`src/uart_pkg.sv`:
```
// UART register map, field positions, receive entry type and divisor width
package uart_pkg;

  // Register window addresses
  localparam logic [7:0] ADDR_CTRL        = 8'h00;
  localparam logic [7:0] ADDR_STATUS      = 8'h04;
  localparam logic [7:0] ADDR_WDATA       = 8'h08;
  localparam logic [7:0] ADDR_RDATA       = 8'h0C;
  localparam logic [7:0] ADDR_INTR_STATE  = 8'h10;
  localparam logic [7:0] ADDR_INTR_ENABLE = 8'h14;

  // CTRL fields
  localparam int CTRL_TX_EN     = 0;
  localparam int CTRL_RX_EN     = 1;
  localparam int CTRL_PARITY_EN = 2;
  localparam int CTRL_DIV_LSB   = 16;

  // Baud divisor in clocks per bit
  localparam int DIV_W   = 16;
  localparam int DIV_MIN = 4;

  // STATUS fields
  localparam int STATUS_TX_FULL  = 0;
  localparam int STATUS_TX_EMPTY = 1;
  localparam int STATUS_RX_FULL  = 2;
  localparam int STATUS_RX_EMPTY = 3;
  localparam int STATUS_TX_IDLE  = 4;

  // Interrupt positions for state and enable
  localparam int NUM_INTR           = 4;
  localparam int INTR_TX_EMPTY      = 0;
  localparam int INTR_RX_OVERFLOW   = 1;
  localparam int INTR_RX_FRAME_ERR  = 2;
  localparam int INTR_RX_PARITY_ERR = 3;

  // Receive FIFO entry with parity error on top
  typedef struct packed {
    logic       parity_err;
    logic       frame_err;
    logic [7:0] data;
  } rx_entry_t;

endpackage

```
`src/uart.sv`:
```
// UART top level joining the register block, transmitter and receiver
`timescale 1ns/1ps

module uart #(
  parameter int FIFO_DEPTH = 4
) (
  input  logic        clk_i,
  input  logic        rst_i,
  // Register bus
  input  logic        req_i,
  input  logic        we_i,
  input  logic [7:0]  addr_i,
  input  logic [31:0] wdata_i,
  output logic [31:0] rdata_o,
  // Serial pins
  input  logic        rx_i,
  output logic        tx_o,
  output logic        tx_en_o,
  // Level interrupts
  output logic        intr_tx_empty_o,
  output logic        intr_rx_overflow_o,
  output logic        intr_rx_frame_err_o,
  output logic        intr_rx_parity_err_o
);

  logic                       tx_valid;
  logic [7:0]                 tx_data;
  logic                       tx_pop;
  logic                       tx_idle;
  logic                       rx_valid;
  uart_pkg::rx_entry_t        rx_entry;
  logic [uart_pkg::DIV_W-1:0] div;
  logic                       parity_en;
  logic                       rx_en;

  uart_regs #(
    .FIFO_DEPTH (FIFO_DEPTH)
  ) u_regs (
    .clk_i                (clk_i),
    .rst_i                (rst_i),
    .req_i                (req_i),
    .we_i                 (we_i),
    .addr_i               (addr_i),
    .wdata_i              (wdata_i),
    .rdata_o              (rdata_o),
    .tx_valid_o           (tx_valid),
    .tx_data_o            (tx_data),
    .tx_pop_i             (tx_pop),
    .tx_idle_i            (tx_idle),
    .rx_valid_i           (rx_valid),
    .rx_entry_i           (rx_entry),
    .div_o                (div),
    .parity_en_o          (parity_en),
    .rx_en_o              (rx_en),
    .intr_tx_empty_o      (intr_tx_empty_o),
    .intr_rx_overflow_o   (intr_rx_overflow_o),
    .intr_rx_frame_err_o  (intr_rx_frame_err_o),
    .intr_rx_parity_err_o (intr_rx_parity_err_o)
  );

  uart_tx u_tx (
    .clk_i       (clk_i),
    .rst_i       (rst_i),
    .valid_i     (tx_valid),
    .data_i      (tx_data),
    .pop_o       (tx_pop),
    .div_i       (div),
    .parity_en_i (parity_en),
    .tx_o        (tx_o),
    .idle_o      (tx_idle)
  );

  uart_rx u_rx (
    .clk_i       (clk_i),
    .rst_i       (rst_i),
    .en_i        (rx_en),
    .rx_i        (rx_i),
    .div_i       (div),
    .parity_en_i (parity_en),
    .valid_o     (rx_valid),
    .entry_o     (rx_entry)
  );

  // Transmit pin always driven
  assign tx_en_o = 1'b1;

endmodule

```
`src/uart_fifo.sv`:
```
// Synchronous circular FIFO with a type parameter payload
`timescale 1ns/1ps

module uart_fifo #(
  parameter type T     = logic [7:0],
  parameter int  DEPTH = 4
) (
  input  logic clk_i,
  input  logic rst_i,
  input  logic push_i,
  input  T     data_i,
  input  logic pop_i,
  output T     data_o,
  output logic full_o,
  output logic empty_o
);

  localparam int PTR_W = (DEPTH > 1) ? $clog2(DEPTH) : 1;
  localparam int CNT_W = $clog2(DEPTH + 1);

  T                 mem [DEPTH];
  logic [PTR_W-1:0] wr_ptr;
  logic [PTR_W-1:0] rd_ptr;
  logic [CNT_W-1:0] count;
  logic             do_push;
  logic             do_pop;

  // Wrap explicitly so any depth works
  function automatic logic [PTR_W-1:0] next_ptr(input logic [PTR_W-1:0] ptr);
    if (ptr == PTR_W'(DEPTH - 1)) begin
      return '0;
    end
    return ptr + 1'b1;
  endfunction

  assign full_o  = (count == CNT_W'(DEPTH));
  assign empty_o = (count == '0);

  // Push on full and pop on empty are ignored
  assign do_push = push_i && !full_o;
  assign do_pop  = pop_i && !empty_o;

  // Head shown without a register stage
  assign data_o = mem[rd_ptr];

  always_ff @(posedge clk_i) begin
    if (rst_i) begin
      wr_ptr <= '0;
      rd_ptr <= '0;
      count  <= '0;
    end else begin
      if (do_push) begin
        wr_ptr <= next_ptr(wr_ptr);
      end
      if (do_pop) begin
        rd_ptr <= next_ptr(rd_ptr);
      end
      case ({do_push, do_pop})
        2'b10:   count <= count + 1'b1;
        2'b01:   count <= count - 1'b1;
        default: count <= count;
      endcase
    end
  end

  always_ff @(posedge clk_i) begin
    if (do_push) begin
      mem[wr_ptr] <= data_i;
    end
  end

endmodule

```
`src/uart_regs.sv`:
```
// UART register block with CTRL, STATUS, data windows, interrupts and both FIFOs
`timescale 1ns/1ps

module uart_regs #(
  parameter int FIFO_DEPTH = 4
) (
  input  logic                       clk_i,
  input  logic                       rst_i,
  input  logic                       req_i,
  input  logic                       we_i,
  input  logic [7:0]                 addr_i,
  input  logic [31:0]                wdata_i,
  output logic [31:0]                rdata_o,
  output logic                       tx_valid_o,
  output logic [7:0]                 tx_data_o,
  input  logic                       tx_pop_i,
  input  logic                       tx_idle_i,
  input  logic                       rx_valid_i,
  input  uart_pkg::rx_entry_t        rx_entry_i,
  output logic [uart_pkg::DIV_W-1:0] div_o,
  output logic                       parity_en_o,
  output logic                       rx_en_o,
  output logic                       intr_tx_empty_o,
  output logic                       intr_rx_overflow_o,
  output logic                       intr_rx_frame_err_o,
  output logic                       intr_rx_parity_err_o
);

  logic                          wr;
  logic                          rd;
  logic                          tx_en_q;
  logic [uart_pkg::DIV_W-1:0]    div_q;
  logic                          tx_full;
  logic                          tx_empty;
  logic                          tx_empty_q;
  logic                          rx_full;
  logic                          rx_empty;
  logic                          rx_pop;
  uart_pkg::rx_entry_t           rx_head;
  logic [uart_pkg::NUM_INTR-1:0] intr_state;
  logic [uart_pkg::NUM_INTR-1:0] intr_enable;
  logic [uart_pkg::NUM_INTR-1:0] intr_event;
  logic [uart_pkg::NUM_INTR-1:0] intr_q;
  logic [31:0]                   ctrl_rd;
  logic [31:0]                   status_rd;

  assign wr     = req_i && we_i;
  assign rd     = req_i && !we_i;
  assign rx_pop = rd && (addr_i == uart_pkg::ADDR_RDATA);

  uart_fifo #(
    .T     (logic [7:0]),
    .DEPTH (FIFO_DEPTH)
  ) u_tx_fifo (
    .clk_i   (clk_i),
    .rst_i   (rst_i),
    .push_i  (wr && (addr_i == uart_pkg::ADDR_WDATA)),
    .data_i  (wdata_i[7:0]),
    .pop_i   (tx_pop_i),
    .data_o  (tx_data_o),
    .full_o  (tx_full),
    .empty_o (tx_empty)
  );

  // Entry dropped by the FIFO itself when full
  uart_fifo #(
    .T     (uart_pkg::rx_entry_t),
    .DEPTH (FIFO_DEPTH)
  ) u_rx_fifo (
    .clk_i   (clk_i),
    .rst_i   (rst_i),
    .push_i  (rx_valid_i),
    .data_i  (rx_entry_i),
    .pop_i   (rx_pop),
    .data_o  (rx_head),
    .full_o  (rx_full),
    .empty_o (rx_empty)
  );

  assign tx_valid_o = !tx_empty && tx_en_q;

  // Divisor floor of DIV_MIN clocks per bit
  assign div_o = (div_q < uart_pkg::DIV_W'(uart_pkg::DIV_MIN)) ?
                 uart_pkg::DIV_W'(uart_pkg::DIV_MIN) : div_q;

  // CTRL readback
  always_comb begin
    ctrl_rd = '0;
    ctrl_rd[uart_pkg::CTRL_TX_EN]     = tx_en_q;
    ctrl_rd[uart_pkg::CTRL_RX_EN]     = rx_en_o;
    ctrl_rd[uart_pkg::CTRL_PARITY_EN] = parity_en_o;
    ctrl_rd[uart_pkg::CTRL_DIV_LSB +: uart_pkg::DIV_W] = div_q;
  end

  always_comb begin
    status_rd = '0;
    status_rd[uart_pkg::STATUS_TX_FULL]  = tx_full;
    status_rd[uart_pkg::STATUS_TX_EMPTY] = tx_empty;
    status_rd[uart_pkg::STATUS_RX_FULL]  = rx_full;
    status_rd[uart_pkg::STATUS_RX_EMPTY] = rx_empty;
    status_rd[uart_pkg::STATUS_TX_IDLE]  = tx_idle_i;
  end

  // Error flags only count on a real push
  always_comb begin
    intr_event = '0;
    intr_event[uart_pkg::INTR_TX_EMPTY]      = tx_empty && !tx_empty_q;
    intr_event[uart_pkg::INTR_RX_OVERFLOW]   = rx_valid_i && rx_full;
    intr_event[uart_pkg::INTR_RX_FRAME_ERR]  = rx_valid_i && !rx_full && rx_entry_i.frame_err;
    intr_event[uart_pkg::INTR_RX_PARITY_ERR] = rx_valid_i && !rx_full && rx_entry_i.parity_err;
  end

  always_ff @(posedge clk_i) begin
    if (rst_i) begin
      tx_en_q     <= 1'b0;
      rx_en_o     <= 1'b0;
      parity_en_o <= 1'b0;
      div_q       <= '0;
      intr_enable <= '0;
      intr_state  <= '0;
      tx_empty_q  <= 1'b1;
      intr_q      <= '0;
      rdata_o     <= '0;
    end else begin
      tx_empty_q <= tx_empty;
      intr_q     <= intr_state & intr_enable;
      if (wr && addr_i == uart_pkg::ADDR_CTRL) begin
        tx_en_q     <= wdata_i[uart_pkg::CTRL_TX_EN];
        rx_en_o     <= wdata_i[uart_pkg::CTRL_RX_EN];
        parity_en_o <= wdata_i[uart_pkg::CTRL_PARITY_EN];
        div_q       <= wdata_i[uart_pkg::CTRL_DIV_LSB +: uart_pkg::DIV_W];
      end
      if (wr && addr_i == uart_pkg::ADDR_INTR_ENABLE) begin
        intr_enable <= wdata_i[uart_pkg::NUM_INTR-1:0];
      end
      // New events win over a write-1 clear in the same cycle
      if (wr && addr_i == uart_pkg::ADDR_INTR_STATE) begin
        intr_state <= (intr_state & ~wdata_i[uart_pkg::NUM_INTR-1:0]) | intr_event;
      end else begin
        intr_state <= intr_state | intr_event;
      end
      if (rd) begin
        case (addr_i)
          uart_pkg::ADDR_CTRL:        rdata_o <= ctrl_rd;
          uart_pkg::ADDR_STATUS:      rdata_o <= status_rd;
          uart_pkg::ADDR_RDATA:       rdata_o <= rx_empty ? '0 : {22'd0, rx_head};
          uart_pkg::ADDR_INTR_STATE:  rdata_o <= {28'd0, intr_state};
          uart_pkg::ADDR_INTR_ENABLE: rdata_o <= {28'd0, intr_enable};
          default:                    rdata_o <= '0;
        endcase
      end
    end
  end

  assign intr_tx_empty_o      = intr_q[uart_pkg::INTR_TX_EMPTY];
  assign intr_rx_overflow_o   = intr_q[uart_pkg::INTR_RX_OVERFLOW];
  assign intr_rx_frame_err_o  = intr_q[uart_pkg::INTR_RX_FRAME_ERR];
  assign intr_rx_parity_err_o = intr_q[uart_pkg::INTR_RX_PARITY_ERR];

endmodule

```
`src/uart_rx.sv`:
```
// UART receive sampler with start detect, mid-bit sampling and error checks
`timescale 1ns/1ps

module uart_rx (
  input  logic                       clk_i,
  input  logic                       rst_i,
  input  logic                       en_i,
  input  logic                       rx_i,
  input  logic [uart_pkg::DIV_W-1:0] div_i,
  input  logic                       parity_en_i,
  output logic                       valid_o,
  output uart_pkg::rx_entry_t        entry_o
);

  typedef enum logic [2:0] {
    RX_IDLE,
    RX_START,
    RX_DATA,
    RX_PARITY,
    RX_STOP
  } rx_state_e;

  rx_state_e                  state;
  logic [uart_pkg::DIV_W-1:0] cnt;
  logic [2:0]                 bit_cnt;
  logic                       rx_meta;
  logic                       rx_sync;
  logic                       rx_last;
  logic [7:0]                 shreg;
  logic                       par_q;
  logic                       tick;

  // Mid-bit sample point reached
  assign tick = (cnt == '0);

  // Two flop synchronizer plus edge history with the line idling high
  always_ff @(posedge clk_i) begin
    if (rst_i) begin
      rx_meta <= 1'b1;
      rx_sync <= 1'b1;
      rx_last <= 1'b1;
    end else begin
      rx_meta <= rx_i;
      rx_sync <= rx_meta;
      rx_last <= rx_sync;
    end
  end

  always_ff @(posedge clk_i) begin
    if (rst_i) begin
      state   <= RX_IDLE;
      cnt     <= '0;
      bit_cnt <= '0;
      valid_o <= 1'b0;
    end else begin
      valid_o <= 1'b0;
      case (state)
        RX_IDLE: begin
          // Falling edge marks the start bit
          if (en_i && rx_last && !rx_sync) begin
            state <= RX_START;
            cnt   <= (div_i >> 1) - 1'b1;
          end
        end
        RX_START: begin
          if (!tick) begin
            cnt <= cnt - 1'b1;
          end else if (rx_sync) begin
            // High at mid start bit means a glitch
            state <= RX_IDLE;
          end else begin
            state   <= RX_DATA;
            cnt     <= div_i - 1'b1;
            bit_cnt <= '0;
          end
        end
        RX_DATA: begin
          if (!tick) begin
            cnt <= cnt - 1'b1;
          end else begin
            cnt     <= div_i - 1'b1;
            bit_cnt <= bit_cnt + 1'b1;
            if (bit_cnt == 3'd7) begin
              state <= parity_en_i ? RX_PARITY : RX_STOP;
            end
          end
        end
        RX_PARITY: begin
          if (!tick) begin
            cnt <= cnt - 1'b1;
          end else begin
            cnt   <= div_i - 1'b1;
            state <= RX_STOP;
          end
        end
        RX_STOP: begin
          if (!tick) begin
            cnt <= cnt - 1'b1;
          end else begin
            valid_o <= 1'b1;
            state   <= RX_IDLE;
          end
        end
        default: state <= RX_IDLE;
      endcase
    end
  end

  // Payload capture at each sample point
  always_ff @(posedge clk_i) begin
    if (tick && state == RX_DATA) begin
      shreg <= {rx_sync, shreg[7:1]};
    end
    if (tick && state == RX_PARITY) begin
      par_q <= rx_sync;
    end
    if (tick && state == RX_STOP) begin
      entry_o.data       <= shreg;
      entry_o.frame_err  <= !rx_sync;
      // Even parity over data and parity bit
      entry_o.parity_err <= parity_en_i && (^{shreg, par_q});
    end
  end

endmodule

```
`src/uart_tx.sv`:
```
// UART transmit shifter with baud counter, even parity and idle flag
`timescale 1ns/1ps

module uart_tx (
  input  logic                       clk_i,
  input  logic                       rst_i,
  input  logic                       valid_i,
  input  logic [7:0]                 data_i,
  output logic                       pop_o,
  input  logic [uart_pkg::DIV_W-1:0] div_i,
  input  logic                       parity_en_i,
  output logic                       tx_o,
  output logic                       idle_o
);

  logic                       busy;
  logic [uart_pkg::DIV_W-1:0] cnt;
  logic [3:0]                 bits_left;
  logic [9:0]                 shreg;
  logic                       bit_end;
  logic                       frame_done;

  assign bit_end    = busy && (cnt == '0);
  // Stop bit has run its full bit time
  assign frame_done = bit_end && (bits_left == '0);

  // Next byte may be taken as the stop bit ends so frames run back to back
  assign pop_o  = valid_i && (!busy || frame_done);
  assign idle_o = !busy;

  always_ff @(posedge clk_i) begin
    if (rst_i) begin
      busy      <= 1'b0;
      tx_o      <= 1'b1;
      cnt       <= '0;
      bits_left <= '0;
    end else if (pop_o) begin
      // Start bit goes out one cycle after the pop
      busy      <= 1'b1;
      tx_o      <= 1'b0;
      cnt       <= div_i - 1'b1;
      bits_left <= parity_en_i ? 4'd10 : 4'd9;
    end else if (frame_done) begin
      busy <= 1'b0;
    end else if (bit_end) begin
      tx_o      <= shreg[0];
      bits_left <= bits_left - 1'b1;
      cnt       <= div_i - 1'b1;
    end else if (busy) begin
      cnt <= cnt - 1'b1;
    end
  end

  // Data LSB first, then parity if enabled, then stop
  always_ff @(posedge clk_i) begin
    if (pop_o) begin
      if (parity_en_i) begin
        shreg <= {1'b1, ^data_i, data_i};
      end else begin
        shreg <= {2'b11, data_i};
      end
    end else if (bit_end && bits_left != '0) begin
      shreg <= {1'b1, shreg[9:1]};
    end
  end

endmodule

```
`config.mk`:
```
export PLATFORM = sky130hd
export DESIGN_NAME = uart
export DESIGN_NICKNAME = d
export VERILOG_FILES = /design/src/uart_pkg.sv /design/src/uart.sv /design/src/uart_fifo.sv /design/src/uart_regs.sv /design/src/uart_rx.sv /design/src/uart_tx.sv
export SDC_FILE = /design/constraint.sdc
export NUM_CORES = 1
export LEC_CHECK = 0
export BUFFER_PORTS_ARGS = -buffer_cell sky130_fd_sc_hd__buf_2
export CORE_UTILIZATION = 40
export DETAILED_ROUTE_END_ITERATION = 16
export PLACE_DENSITY = 0.63
export SETUP_SLACK_MARGIN = 0.02
export SYNTH_ARGS = -nofsm -noshare
export SYNTH_HDL_FRONTEND = slang
export SYNTH_HIERARCHICAL = 1
export SYNTH_SLANG_ARGS = --single-unit
```
`constraint.sdc`:
```
create_clock -name clk_i -period 6.1 [get_ports clk_i]
set_clock_uncertainty 0.1 [all_clocks]
set_input_delay 0.61 -clock clk_i [delete_from_list [all_inputs] [get_ports clk_i]]
set_output_delay 0.61 -clock clk_i [all_outputs]
set_load 0.1 [all_outputs]
```
Word-level counts from Yosys, hierarchy flattened
Memories as Yosys holds them, arrays and structs flattened. A register that Yosys moved wholly into a read port is not among the register bits.
Cells that the tools add are included.
{"block": "totals", "out_inout_bits": 38, "in_bits": 45, "mem_bits_ro": 0, "latchBits": 0, "register_bits": 155, "mem_count": 2, "ramBits": 72}
{"block": "classes", "n_reduce_logical": 60, "magnitude_cmp": 1, "div_mod_pow": 0, "eq_ne": 30, "muxes": 70, "mul": 0, "n_addsub": 14, "shifts": 0, "n_bitwise": 6}
{"memory": "u_regs.u_rx_fifo.mem", "depth": 4, "word_bits": 10, "rd": 1, "rd_clocked_by_memory_dff": 1, "wr": 1, "line": "uart_fifo.sv:21", "rtl": "T mem [DEPTH];"}
{"memory": "u_regs.u_tx_fifo.mem", "depth": 4, "word_bits": 8, "rd": 1, "rd_clocked_by_memory_dff": 1, "wr": 1, "line": "uart_fifo.sv:21"}
{"operator": "16-bit 2-to-1 mux", "count": 10}
{"operator": "32-bit one-hot mux with 5 select lines", "count": 1}
{"operator": "16-bit one-hot mux with 4 select lines", "count": 1}
{"operator": "16-bit by 1-bit subtractor with 16-bit output (second input constant)", "count": 3}
{"operator": "16-bit logical NOT", "count": 2}
{"operator": "10-bit 2-to-1 mux", "count": 3}
{"operator": "3-bit 2-to-1 mux", "count": 10}
{"operator": "2-bit 2-to-1 mux", "count": 14}
{"operator": "1-bit logical AND", "count": 26}
{"operator": "1-bit 2-to-1 mux", "count": 22}
{"operator": "3-bit one-hot mux with 2 select lines", "count": 3}
{"operator": "8-bit by 4-bit equality test with 1-bit output (second input constant)", "count": 2}
{"operator": "8-bit by 5-bit equality test with 1-bit output (second input constant)", "count": 2}
{"operator": "16-bit by 3-bit < comparator with 1-bit output (second input constant)", "count": 1}
{"operator": "4-bit 2-to-1 mux", "count": 4}
{"operator": "15-bit by 1-bit subtractor with 16-bit output (second input constant)", "count": 1}
{"operator": "3-bit one-hot mux with 5 select lines", "count": 1}
{"operator": "2-bit equality test (second input constant)", "count": 6}
{"operator": "3-bit equality test (second input constant)", "count": 4}
{"operator": "2-bit by 1-bit inequality test with 1-bit output (second input constant)", "count": 6}
{"operator": "2-bit nonzero test", "count": 6}
{"operator": "3-bit by 1-bit adder with 3-bit output (second input constant)", "count": 3}
{"operator": "3-bit logical NOT", "count": 3}
{"operator": "9-bit 2-to-1 mux", "count": 1}
{"operator": "other kinds (25)", "count": 46}

Logic depth before layout (Yosys ltp)
Gate-level depths: netlist (run 1).
{"block": "logic_depth", "ltp_word": 11, "depth_mapped": 16}

By module
The synthesis (run 1) kept the hierarchy.
{"mod": "uart_rx", "area_per_inst_um2": 3099.2, "cells_each": 352, "instances": 1}
{"mod": "uart_regs", "area_per_inst_um2": 2508.7, "cells_each": 259, "instances": 1}
{"mod": "uart_tx", "area_per_inst_um2": 2222.1, "cells_each": 274, "instances": 1}
{"mod": "uart_fifo (u_regs.u_rx_fifo)", "area_per_inst_um2": 1933.1, "cells_each": 106, "instances": 1}
{"mod": "uart_fifo (u_regs.u_tx_fifo)", "area_per_inst_um2": 1647.8, "cells_each": 96, "instances": 1}
{"mod": "uart", "area_per_inst_um2": 11.3, "cells_each": 2, "instances": 1}

Least setup slack after synthesis (run 1)
OpenSTA, ideal clock, no wires.
{"block": "synth_timing", "path_kind": "input -> register", "startpoint": "in addr_i[1]", "endpoint": "reg u_regs.u_rx_fifo.count[2]", "cell_stages": 12, "t_arrival_ps": 3349, "setup_time_ps": 70, "path_slack_ps": 2581, "path_cell_list": "or4_4 -> buf_6 -> or3_2 -> nor3_1 -> o31ai_1 -> inv_1 -> ha_1 -> inv_1 -> fa_1 -> xor2_1 -> or3_2 -> a21oi_1"}
{"block": "synth_between", "elab_chain_cells": 5}
{"item": "start, declared", "line": "uart.sv:12", "rtl": "input logic [7:0] addr_i,"}
{"item": "8-bit by 4-bit equality test with 1-bit output (*)", "line": "uart_regs.sv:49", "rtl": "assign rx_pop = rd && (addr_i == uart_pkg::ADDR_RDATA);"}
{"item": "1-bit logical AND (*)", "line": "uart_regs.sv:49"}
{"item": "net u_regs.rx_pop", "line": "uart_regs.sv:38", "rtl": "logic rx_pop;"}
{"item": "1-bit logical AND (*)", "line": "uart_fifo.sv:41", "rtl": "assign do_pop = pop_i && !empty_o;"}
{"item": "net u_regs.u_rx_fifo.do_pop", "line": "uart_fifo.sv:26", "rtl": "logic do_pop;"}
{"item": "2-bit by 1-bit equality test with 1-bit output / 2-bit equality test (equally long branches)", "line": "uart_fifo.sv:58", "rtl": "case ({do_push, do_pop})"}
{"item": "3-bit one-hot mux with 2 select lines / 2-bit nonzero test (equally long branches)"}
{"item": "end signal, assigned", "line": "uart_fifo.sv:59", "rtl": "2'b10: count <= count + 1'b1;"}
{"item": "end signal, assigned", "line": "uart_fifo.sv:60", "rtl": "2'b01: count <= count - 1'b1;"}
{"item": "end signal, assigned", "line": "uart_fifo.sv:61", "rtl": "default: count <= count;"}
{"item": "end, declared", "line": "uart_fifo.sv:24", "rtl": "logic [CNT_W-1:0] count;"}
Mark *: on every way through the listed nets, which the timed path passes. The rest lies on a longest branch.
A chain may end at the register's enable or synchronous reset.

Final worst setup path (run 1)
{"block": "layout_timing", "startpoint": "reg u_tx/cnt[0] in the netlist's numbering", "endpoint": "reg u_regs.u_tx_fifo.count[2]"}
{"block": "layout_between", "elab_chain_cells": 8}
{"item": "start, declared", "line": "uart_tx.sv:17", "rtl": "logic [uart_pkg::DIV_W-1:0] cnt;"}
{"item": "start signal, assigned", "line": "uart_tx.sv:41", "rtl": "cnt <= div_i - 1'b1;"}
{"item": "start signal, assigned", "line": "uart_tx.sv:48", "rtl": "cnt <= div_i - 1'b1;"}
{"item": "start signal, assigned", "line": "uart_tx.sv:50", "rtl": "cnt <= cnt - 1'b1;"}
{"item": "16-bit logical NOT (*)", "line": "uart_tx.sv:23", "rtl": "assign bit_end = busy && (cnt == '0);"}
{"item": "1-bit logical AND (*)", "line": "uart_tx.sv:23"}
{"item": "1-bit logical AND (*)", "line": "uart_tx.sv:25", "rtl": "assign frame_done = bit_end && (bits_left == '0);"}
{"item": "1-bit logical OR (*)", "line": "uart_tx.sv:28", "rtl": "assign pop_o = valid_i && (!busy || frame_done);"}
{"item": "1-bit logical AND (*)", "line": "uart_tx.sv:28"}
{"item": "net tx_pop", "line": "uart.sv:28", "rtl": "logic tx_pop;"}
{"item": "1-bit logical AND (*)", "line": "uart_fifo.sv:41"}
{"item": "net u_regs.u_tx_fifo.do_pop", "line": "uart_fifo.sv:26"}
{"item": "2-bit by 1-bit equality test with 1-bit output / 2-bit equality test (equally long branches)", "line": "uart_fifo.sv:58"}
{"item": "3-bit one-hot mux with 2 select lines / 2-bit nonzero test (equally long branches)"}
{"item": "end signal, assigned", "line": "uart_fifo.sv:59"}
{"item": "end signal, assigned", "line": "uart_fifo.sv:60"}
{"item": "end signal, assigned", "line": "uart_fifo.sv:61"}
{"item": "end, declared", "line": "uart_fifo.sv:24"}
Marked as above.

==> parameters.txt, run 1 <==
Parameter                              Value

Timing
  Max-slew headroom at the worst pin ... 0.281
  Max Freq ... around 260 MHz
  Final Hold Viols ... 0
  RSZ-0062 raised after global routing ... no
  Number of pins exceeding their max-slew limit in the final report ... 0
  Shortest period the worst path allows ... ~4 ns
  Setup TNS ... 0 ns
  Slew at the pin closest to its max-slew limit ... approximately 1.1 ns
  Number of setup violations in the final report ... 0
  Final Worst Setup Slack ... 2.21 ns
  Share of the cycle needed by the critical path after routing ... 0.638

Clock tree
  Number of clock buffers inserted by TritonCTS ... 24
  Cts-stage hold buffer count ... 0
  Clock-pin slew on the worst setup and hold paths ... 0.06 ns
  Sink Count ... 224
  Post-CTS Setup Bufs ... 0
  Cell chosen for the clock root ... sky130_fd_sc_hd__clkbuf_16
  Maximum buffer depth of the clock tree ... 3
  CTS tree ... yes
  Depth of the CTS H-tree ... 1
  Post-cts gate resize count ... 0
  Latest clock arrival within the worst-skew pair ... roughly 0.52 ns

Pwr
  Total design power ... 3.18 mW
  Pleak ... ~4.7 nW
  Worst vdd ir ... ~0.00020 V
  PD cells ... 250 nW/um^2

Critical path
  Buffers plus inverters on the worst setup path ... 4
  Delay of the slowest critical-path stage ... between 0.5 and 0.6 ns
  CP startpoint kind ... flop
  Critical path's top delay family ... simple AND/OR/NAND/NOR gates
  Crit path arrival time ... 4.24 ns
  Required arrival time at the worst endpoint ... 6.45 ns
  Slowest stage cell on the critical path ... sky130_fd_sc_hd__o41ai_4
  Type of the worst setup path ... flop to flop
  Worst Setup End Kind ... flop
  Highest net fanout along the worst path ... 16
  Ordered cell list for the critical path ... inv_1, ha_1, nor3b_1, nand2_1, o41ai_4, nand2_4, clkinv_4, o31ai_1, inv_1, ha_1, inv_1, fa_1, xor2_1, or3_2, a21oi_1
  Cell type with the highest occurrence count on the critical path ... sky130_fd_sc_hd__inv_1

Finish
  Antenna diode count ... 0
  Commonest cells after routing, fill and taps aside ... 124 x sky130_fd_sc_hd__dfxtp_1, 100 x sky130_fd_sc_hd__edfxtp_1, 90 x sky130_fd_sc_hd__nor2_1
  Final instance area ... 12700 sq um
  Fraction of final layout cells sized beyond drive strength 1 ... 0.165
  Fillers ... 2620
  Syn-to-layout area delta ... 11.1%
  Leading cell type in the layout, fill and taps excluded ... sky130_fd_sc_hd__dfxtp_1
  Net count of the finished layout ... around 1200
  Final core utilization ... 0.454

Synth
  Post-synthesis sequential area ratio ... 0.480
  Syn Area/Cell ... 10.5 sq um
  Synth Warn # ... 6
  Post-synthesis register bit count ... 224
  Most instantiated flip-flop cell in the synthesis netlist ... sky130_fd_sc_hd__dfxtp_1
  Instance count of the mapped netlist ... 1089
  Number of flops mapped to enable cells by yosys ... 100
  Count of cell types in the netlist ... 90
  Combined area of all synthesized cells ... roughly 11000 sq um
  Async S/R FF share, synth ... 0

Detailed routing
  Via density per instance ... 5.68
  Number of DRC violations after detailed-routing iteration 0 ... 771
  Detailed-route via count ... 8602
  Router iterations before antenna repair ... 5
  DRT antenna net count ... 0
  Routed len/inst ... about 18 um
  Routed wire length ... about 28000 um
  Post-route DRC ... 0

Place
  Total cell area at the placement stage ... 11900 sq um
  DP Worst Slack ... 2.14 ns
  Final Wtd Congestion ... 0.932
  Port Buf Inserts ... 67
  HPWL after detailed placement ... 19100 um

Global route
  Total routing usage reported by global routing ... 0.190
  Wire length of the first global-routing pass ... 44300 um
  Number of antenna violations at the first check in global routing ... 0
  Number of global-route vias before repair ... 8267
  Total overflow reported by the global router ... 0
  Largest net degree at the start of global routing ... 60

Floorplan
  Initial Utilization ... 0.409
  # IOs ... 83
  Core region area ... 27900 sq um
  Row count ... 61
  Die height ... 171 um
  Overall die area ... ~29000 sq um
  Die Span X ... about 170 um

Status
  Result of the run ... complete, no violations

Flow run
  Number of max-capacitance violations reported ... 0

Min path
  Hold crit path type ... input pin to flop
[where the power goes]
part           switching [mW]  internal (mW)  total [mW]
registers             0.00180           1.56        1.56
logic                  0.0733         0.0205      0.0937
clock network           0.592          0.929        1.52
total                   0.667           2.51        3.18
[area by class of cell]
type / instances / area, sq um / area share
flip-flops and latches: 224 / 5490 / 0.432
multi-input cells: 749 / 5340 / 0.421
clock buffers: 31 / 658 / 0.0519
well taps: 378 / 473 / 0.0373
repair buffers: 75 / 398 / 0.0314
inverters: 44 / 170 / 0.0134
clock inverters: 13 / 165 / 0.0130
[cells by family after synthesis]
family / share of synthesized area
other: 0.000657
xor gates and xnor gates: 0.0491
AOI/OAI and AO/OA: 0.131
and+or+nand+nor: 0.190
adders and majority gates: 0.0276
buffers and inverters: 0.0546
DFF: 0.480
muxes: 0.0669
[per-stage QoR]
step	instances	hold slack, ns
after floorplan	1094	0.289
after global placement	1470	0.298
after detailed placement	1470	0.301
after CTS	1514	0.163
after global routing	1514	0.169
final	1514	0.178
[state kept, by name (all words and copies together), names as in the netlist, 2 cells and up, named ones only]
register                 count
u_regs/u_rx_fifo/count       3
u_regs/u_tx_fifo/wr_ptr      2
u_tx/bits_left               4
u_tx/shreg                   9
u_rx/entry_o                10
u_regs/u_tx_fifo/mem        32
u_regs/u_tx_fifo/rd_ptr      2
u_regs/intr_state            4
u_regs/rdata_o              26
u_rx/cnt                    16
u_regs/u_tx_fifo/count       3
u_tx/cnt                    16
u_regs/u_rx_fifo/wr_ptr      2
u_rx/shreg                   8
u_regs/div_q                16
u_rx/state                   3
u_regs/u_rx_fifo/mem        40
u_regs/u_rx_fifo/rd_ptr      2
u_regs/intr_enable           4
u_rx/bit_cnt                 3
u_regs/intr_q                4
[path summary, 6_finish.rpt]
| path | slack (ns) | depth (start not counted) | to | startpoint |
|---|---|---|---|---|
| max | 2.21 | 15 | u_regs/u_tx_fifo/count[2] | u_tx/cnt[0] |
| max reg2reg | 2.21 | 15 | u_regs/u_tx_fifo/count[2] | u_tx/cnt[0] |
| min reg2reg | 0.31 | 1 | u_rx/rx_sync | u_rx/rx_meta |
| min | 0.18 | 2 | u_rx/rx_meta | rx_i |
[cells in the mapped netlist (17+ instances only)]
library cell               number  area [sq um]
sky130_fd_sc_hd__xnor2_1       45           394
sky130_fd_sc_hd__nor3_1        33           165
sky130_fd_sc_hd__o21ai_0       38           190
sky130_fd_sc_hd__mux4_2        21           473
sky130_fd_sc_hd__a22oi_1       24           180
sky130_fd_sc_hd__inv_1         43           161
sky130_fd_sc_hd__nand3_1       32           160
sky130_fd_sc_hd__nor4_1        21           131
sky130_fd_sc_hd__nand2_1       72           270
sky130_fd_sc_hd__a21oi_1       52           260
sky130_fd_sc_hd__ha_1          22           275
sky130_fd_sc_hd__mux2i_1       28           280
sky130_fd_sc_hd__clkbuf_1      39           146
sky130_fd_sc_hd__nor2_1        90           338
sky130_fd_sc_hd__nand4_1       17           106
sky130_fd_sc_hd__edfxtp_1     100          3000
sky130_fd_sc_hd__xor2_1        19           166
sky130_fd_sc_hd__dfxtp_1      124          2480
[layer usage]
metal / share of wire / global-route usage
met5: 0 / 0
met4: 0.022 / 0.0512
met3: 0.055 / 0.0319
met2: 0.46 / 0.310
met1: 0.46 / 0.260
Power figures use the tool's default switching activity.
==> inputs of run 2 (changes only) <==
- PLACE_DENSITY: 0.63 -> 0.65
- clock period: 6.1 -> 3.35 ns (I/O delays scaled with it)
==> parameters.txt, run 2 (synthesis gave the netlist of run 1 again) <==
Parameter                              Value

Timing
  Number of setup violations in the final report ... 0 (unchanged)
  RSZ-0062 raised after global routing ... no (unchanged)
  Slew at the pin closest to its max-slew limit ... 0.953 ns (was 1.07 ns)
  Final Worst Setup Slack ... 0.124 ns (was 2.21 ns)
  Shortest period the worst path allows ... 3.23 ns (was 3.89 ns)
  Number of pins exceeding their max-slew limit in the final report ... 0 (unchanged)
  Share of the cycle needed by the critical path after routing ... 0.963 (was 0.638)
  Setup TNS ... 0 ns (unchanged)
  Max-slew headroom at the worst pin ... 0.365 (was 0.281)
  Final Hold Viols ... 0 (unchanged)
  Max Freq ... 310 MHz (was 257 MHz)

Floorplan
  Die height ... 171 um (unchanged)
  Overall die area ... 29200 sq um (unchanged)
  Die Span X ... 171 um (unchanged)
  Core region area ... 27900 sq um (unchanged)
  Initial Utilization ... 0.409 (unchanged)
  Row count ... 61 (unchanged)
  # IOs ... 83 (unchanged)

Critical path
  Cell type with the highest occurrence count on the critical path ... sky130_fd_sc_hd__nor4_1 (was sky130_fd_sc_hd__inv_1)
  CP startpoint kind ... flop (unchanged)
  Type of the worst setup path ... flop to flop (unchanged)
  Number of cells on the critical path ... 10 (was 15)
  Required arrival time at the worst endpoint ... 3.69 ns (was 6.45 ns)
  Delay of the slowest critical-path stage ... 0.45 ns (was 0.51 ns)
  Critical path's top delay family ... simple AND/OR/NAND/NOR gates (unchanged)
  Worst Setup End Kind ... flop (unchanged)
  CP Launch Point ... u_regs/div_q[14] (was u_tx/cnt[0])
  Number of cells on the worst reg-to-reg path ... 10 (was 15)
  Buffers plus inverters on the worst setup path ... 1 (was 4)
  Slowest stage cell on the critical path ... sky130_fd_sc_hd__nor4_1 (was sky130_fd_sc_hd__o41ai_4)
  Startpoint of the lowest-slack register-to-register path ... u_regs/div_q[14] (was u_tx/cnt[0])
  Highest net fanout along the worst path ... 7 (was 16)
  Crit path arrival time ... 3.56 ns (was 4.24 ns)
  Ordered cell list for the critical path ... nor4_4, nand4_1, and2_1, buf_4, nor4_1, nand2_1, nor4_1, xor2_1, o211ai_1, a211oi_1 (was inv_1, ha_1, nor3b_1, nand2_1, o41ai_4, nand2_4, clkinv_4, o31ai_1, inv_1, ha_1, inv_1, fa_1, xor2_1, or3_2, a21oi_1)

Min path
  Number of instances on the worst hold path ... 3 (was 2)
  Launch point of the worst hold path ... wdata_i[25] (was rx_i)
  Hold crit path type ... input pin to flop (unchanged)

Clock tree
  Post-CTS Setup Bufs ... 0 (unchanged)
  Depth of the CTS H-tree ... 1 (unchanged)
  Clock-pin slew on the worst setup and hold paths ... 0.06 ns (about the same)
  Latest clock arrival within the worst-skew pair ... 0.53 ns (was 0.52 ns)
  Number of clock buffers inserted by TritonCTS ... 25 (was 24)
  Maximum buffer depth of the clock tree ... 3 (unchanged)
  Sink Count ... 224 (unchanged)
  Cell chosen for the clock root ... sky130_fd_sc_hd__clkbuf_16 (unchanged)
  CTS tree ... yes (unchanged)

Pwr
  Worst vdd ir ... 0.000370 V (was 0.000201 V)
  PD cells ... 442 nW/um^2 (was 250 nW/um^2)
  Total design power ... 5.89 mW (was 3.18 mW)
  Pleak ... 4.97 nW (was 4.66 nW)

Finish
  Fillers ... 2579 (was 2620)
  Leading cell type in the layout, fill and taps excluded ... sky130_fd_sc_hd__dfxtp_1 (unchanged)
  Antenna diode count ... 0 (unchanged)
  Fraction of final layout cells sized beyond drive strength 1 ... 0.200 (was 0.165)
  Largest registers ... u_regs/u_rx_fifo/mem: 40 flops, u_regs/u_tx_fifo/mem: 32 flops, u_regs/rdata_o: 26 flops (unchanged)
  Syn-to-layout area delta ... 16.7% (was 11.1%)
  Number of flip-flops under the largest register name ... 40 (unchanged)
  Commonest cells after routing, fill and taps aside ... 122 x sky130_fd_sc_hd__dfxtp_1, 100 x sky130_fd_sc_hd__edfxtp_1, 90 x sky130_fd_sc_hd__nor2_1 (was 124 x sky130_fd_sc_hd__dfxtp_1, 100 x sky130_fd_sc_hd__edfxtp_1, 90 x sky130_fd_sc_hd__nor2_1)
  Register bank with the most flops ... u_regs/u_rx_fifo/mem (unchanged)
  Net count of the finished layout ... 1252 (was 1187)

Global route
  Wire length of the first global-routing pass ... 45400 um (was 44300 um)
  Number of antenna violations at the first check in global routing ... 0 (unchanged)
  Number of global-route vias before repair ... 8575 (was 8267)
  Total overflow reported by the global router ... 0 (unchanged)
  Largest net degree at the start of global routing ... 52 (was 60)
  Total routing usage reported by global routing ... 0.195 (was 0.190)

Flow run
  Number of max-capacitance violations reported ... 0 (unchanged)

Detailed routing
  Routed len/inst ... 18.0 um (was 18.4 um)
  DRT antenna net count ... 0 (unchanged)
  Via density per instance ... 5.61 (was 5.68)
  Routed wire length ... 28400 um (was 27800 um)
  Router iterations before antenna repair ... 5 (unchanged)
  Detailed-route via count ... 8871 (was 8602)
  Post-route DRC ... 0 (unchanged)
  Number of DRC violations after detailed-routing iteration 0 ... 671 (was 771)

Status
  Result of the run ... complete, no violations (unchanged)

Place
  HPWL after detailed placement ... 19700 um (was 19100 um)
  DP Worst Slack ... -0.0917 ns (was 2.14 ns)
  Final Wtd Congestion ... 0.911 (was 0.932)
  Port Buf Inserts ... 67 (unchanged)
-- run 2: what timing repair did --
action / 4_1_cts / 5_1_grt
hold endpoints to repair: 48 / 0
hold buffers: 24 / 0
endpoints found under the setup margin: 3 / 7
pin swaps: 0 / 4
resized for setup: 1 / 7
gates cloned: 0 / 0
-- run 2: report_power, final --
group	internal, mW	switching, mW
Combinational	0.0594	0.140
Clock	1.69	1.15
Sequential	2.84	0.00255
Total	4.59	1.29
-- run 2: worst register-to-register path, cell delays in order (launching register included) --
cell	delay, ns
sky130_fd_sc_hd__dfxtp_1	0.38
sky130_fd_sc_hd__nor4_4	0.41
sky130_fd_sc_hd__nand4_1	0.19
sky130_fd_sc_hd__and2_1	0.22
sky130_fd_sc_hd__buf_4	0.16
sky130_fd_sc_hd__nor4_1	0.45
sky130_fd_sc_hd__nand2_1	0.25
sky130_fd_sc_hd__nor4_1	0.38
sky130_fd_sc_hd__xor2_1	0.25
sky130_fd_sc_hd__o211ai_1	0.11
sky130_fd_sc_hd__a211oi_1	0.25
-- run 2: metrics by stage --
step	std cells	util	hold slack (ns)	area [sq um]
3_5_place_dp	1510	0.436	0.298	12200
2_1_floorplan	1094	-	0.289	11500
4_1_cts	1580	0.476	0.0196	13300
5_1_grt	1580	0.477	0.0514	13300
6_report	1580	0.477	0.0387	13300
3_3_place_gp	1510	0.436	0.292	12200
-- run 2: area by class of cell --
class | instances | area, sq um | share of cell area
inverter | 44 | 170 | 0.0128
tap | 378 | 473 | 0.0355
sequential | 224 | 5490 | 0.412
clock inverter | 19 | 226 | 0.0170
clock buffer | 27 | 633 | 0.0475
multi-input combinational | 749 | 5390 | 0.404
timing repair buffer | 139 | 951 | 0.0714
-- run 2: metal layers --
layer	up-vias	wire length, um	global-route usage
li1	4210	-	-
met2	282	12800	0.311
met1	4329	13100	0.266
met5	-	0	0
met3	50	1760	0.0352
met4	0	763	0.0664
-- run 2: path summary, 6_finish.rpt --
path                                         to  slack, ns
worst min-delay path            u_regs/div_q[9]       0.04
worst max register to register     u_tx/cnt[15]       0.12
worst min register to register     u_rx/rx_sync       0.31
worst max-delay path               u_tx/cnt[15]       0.12
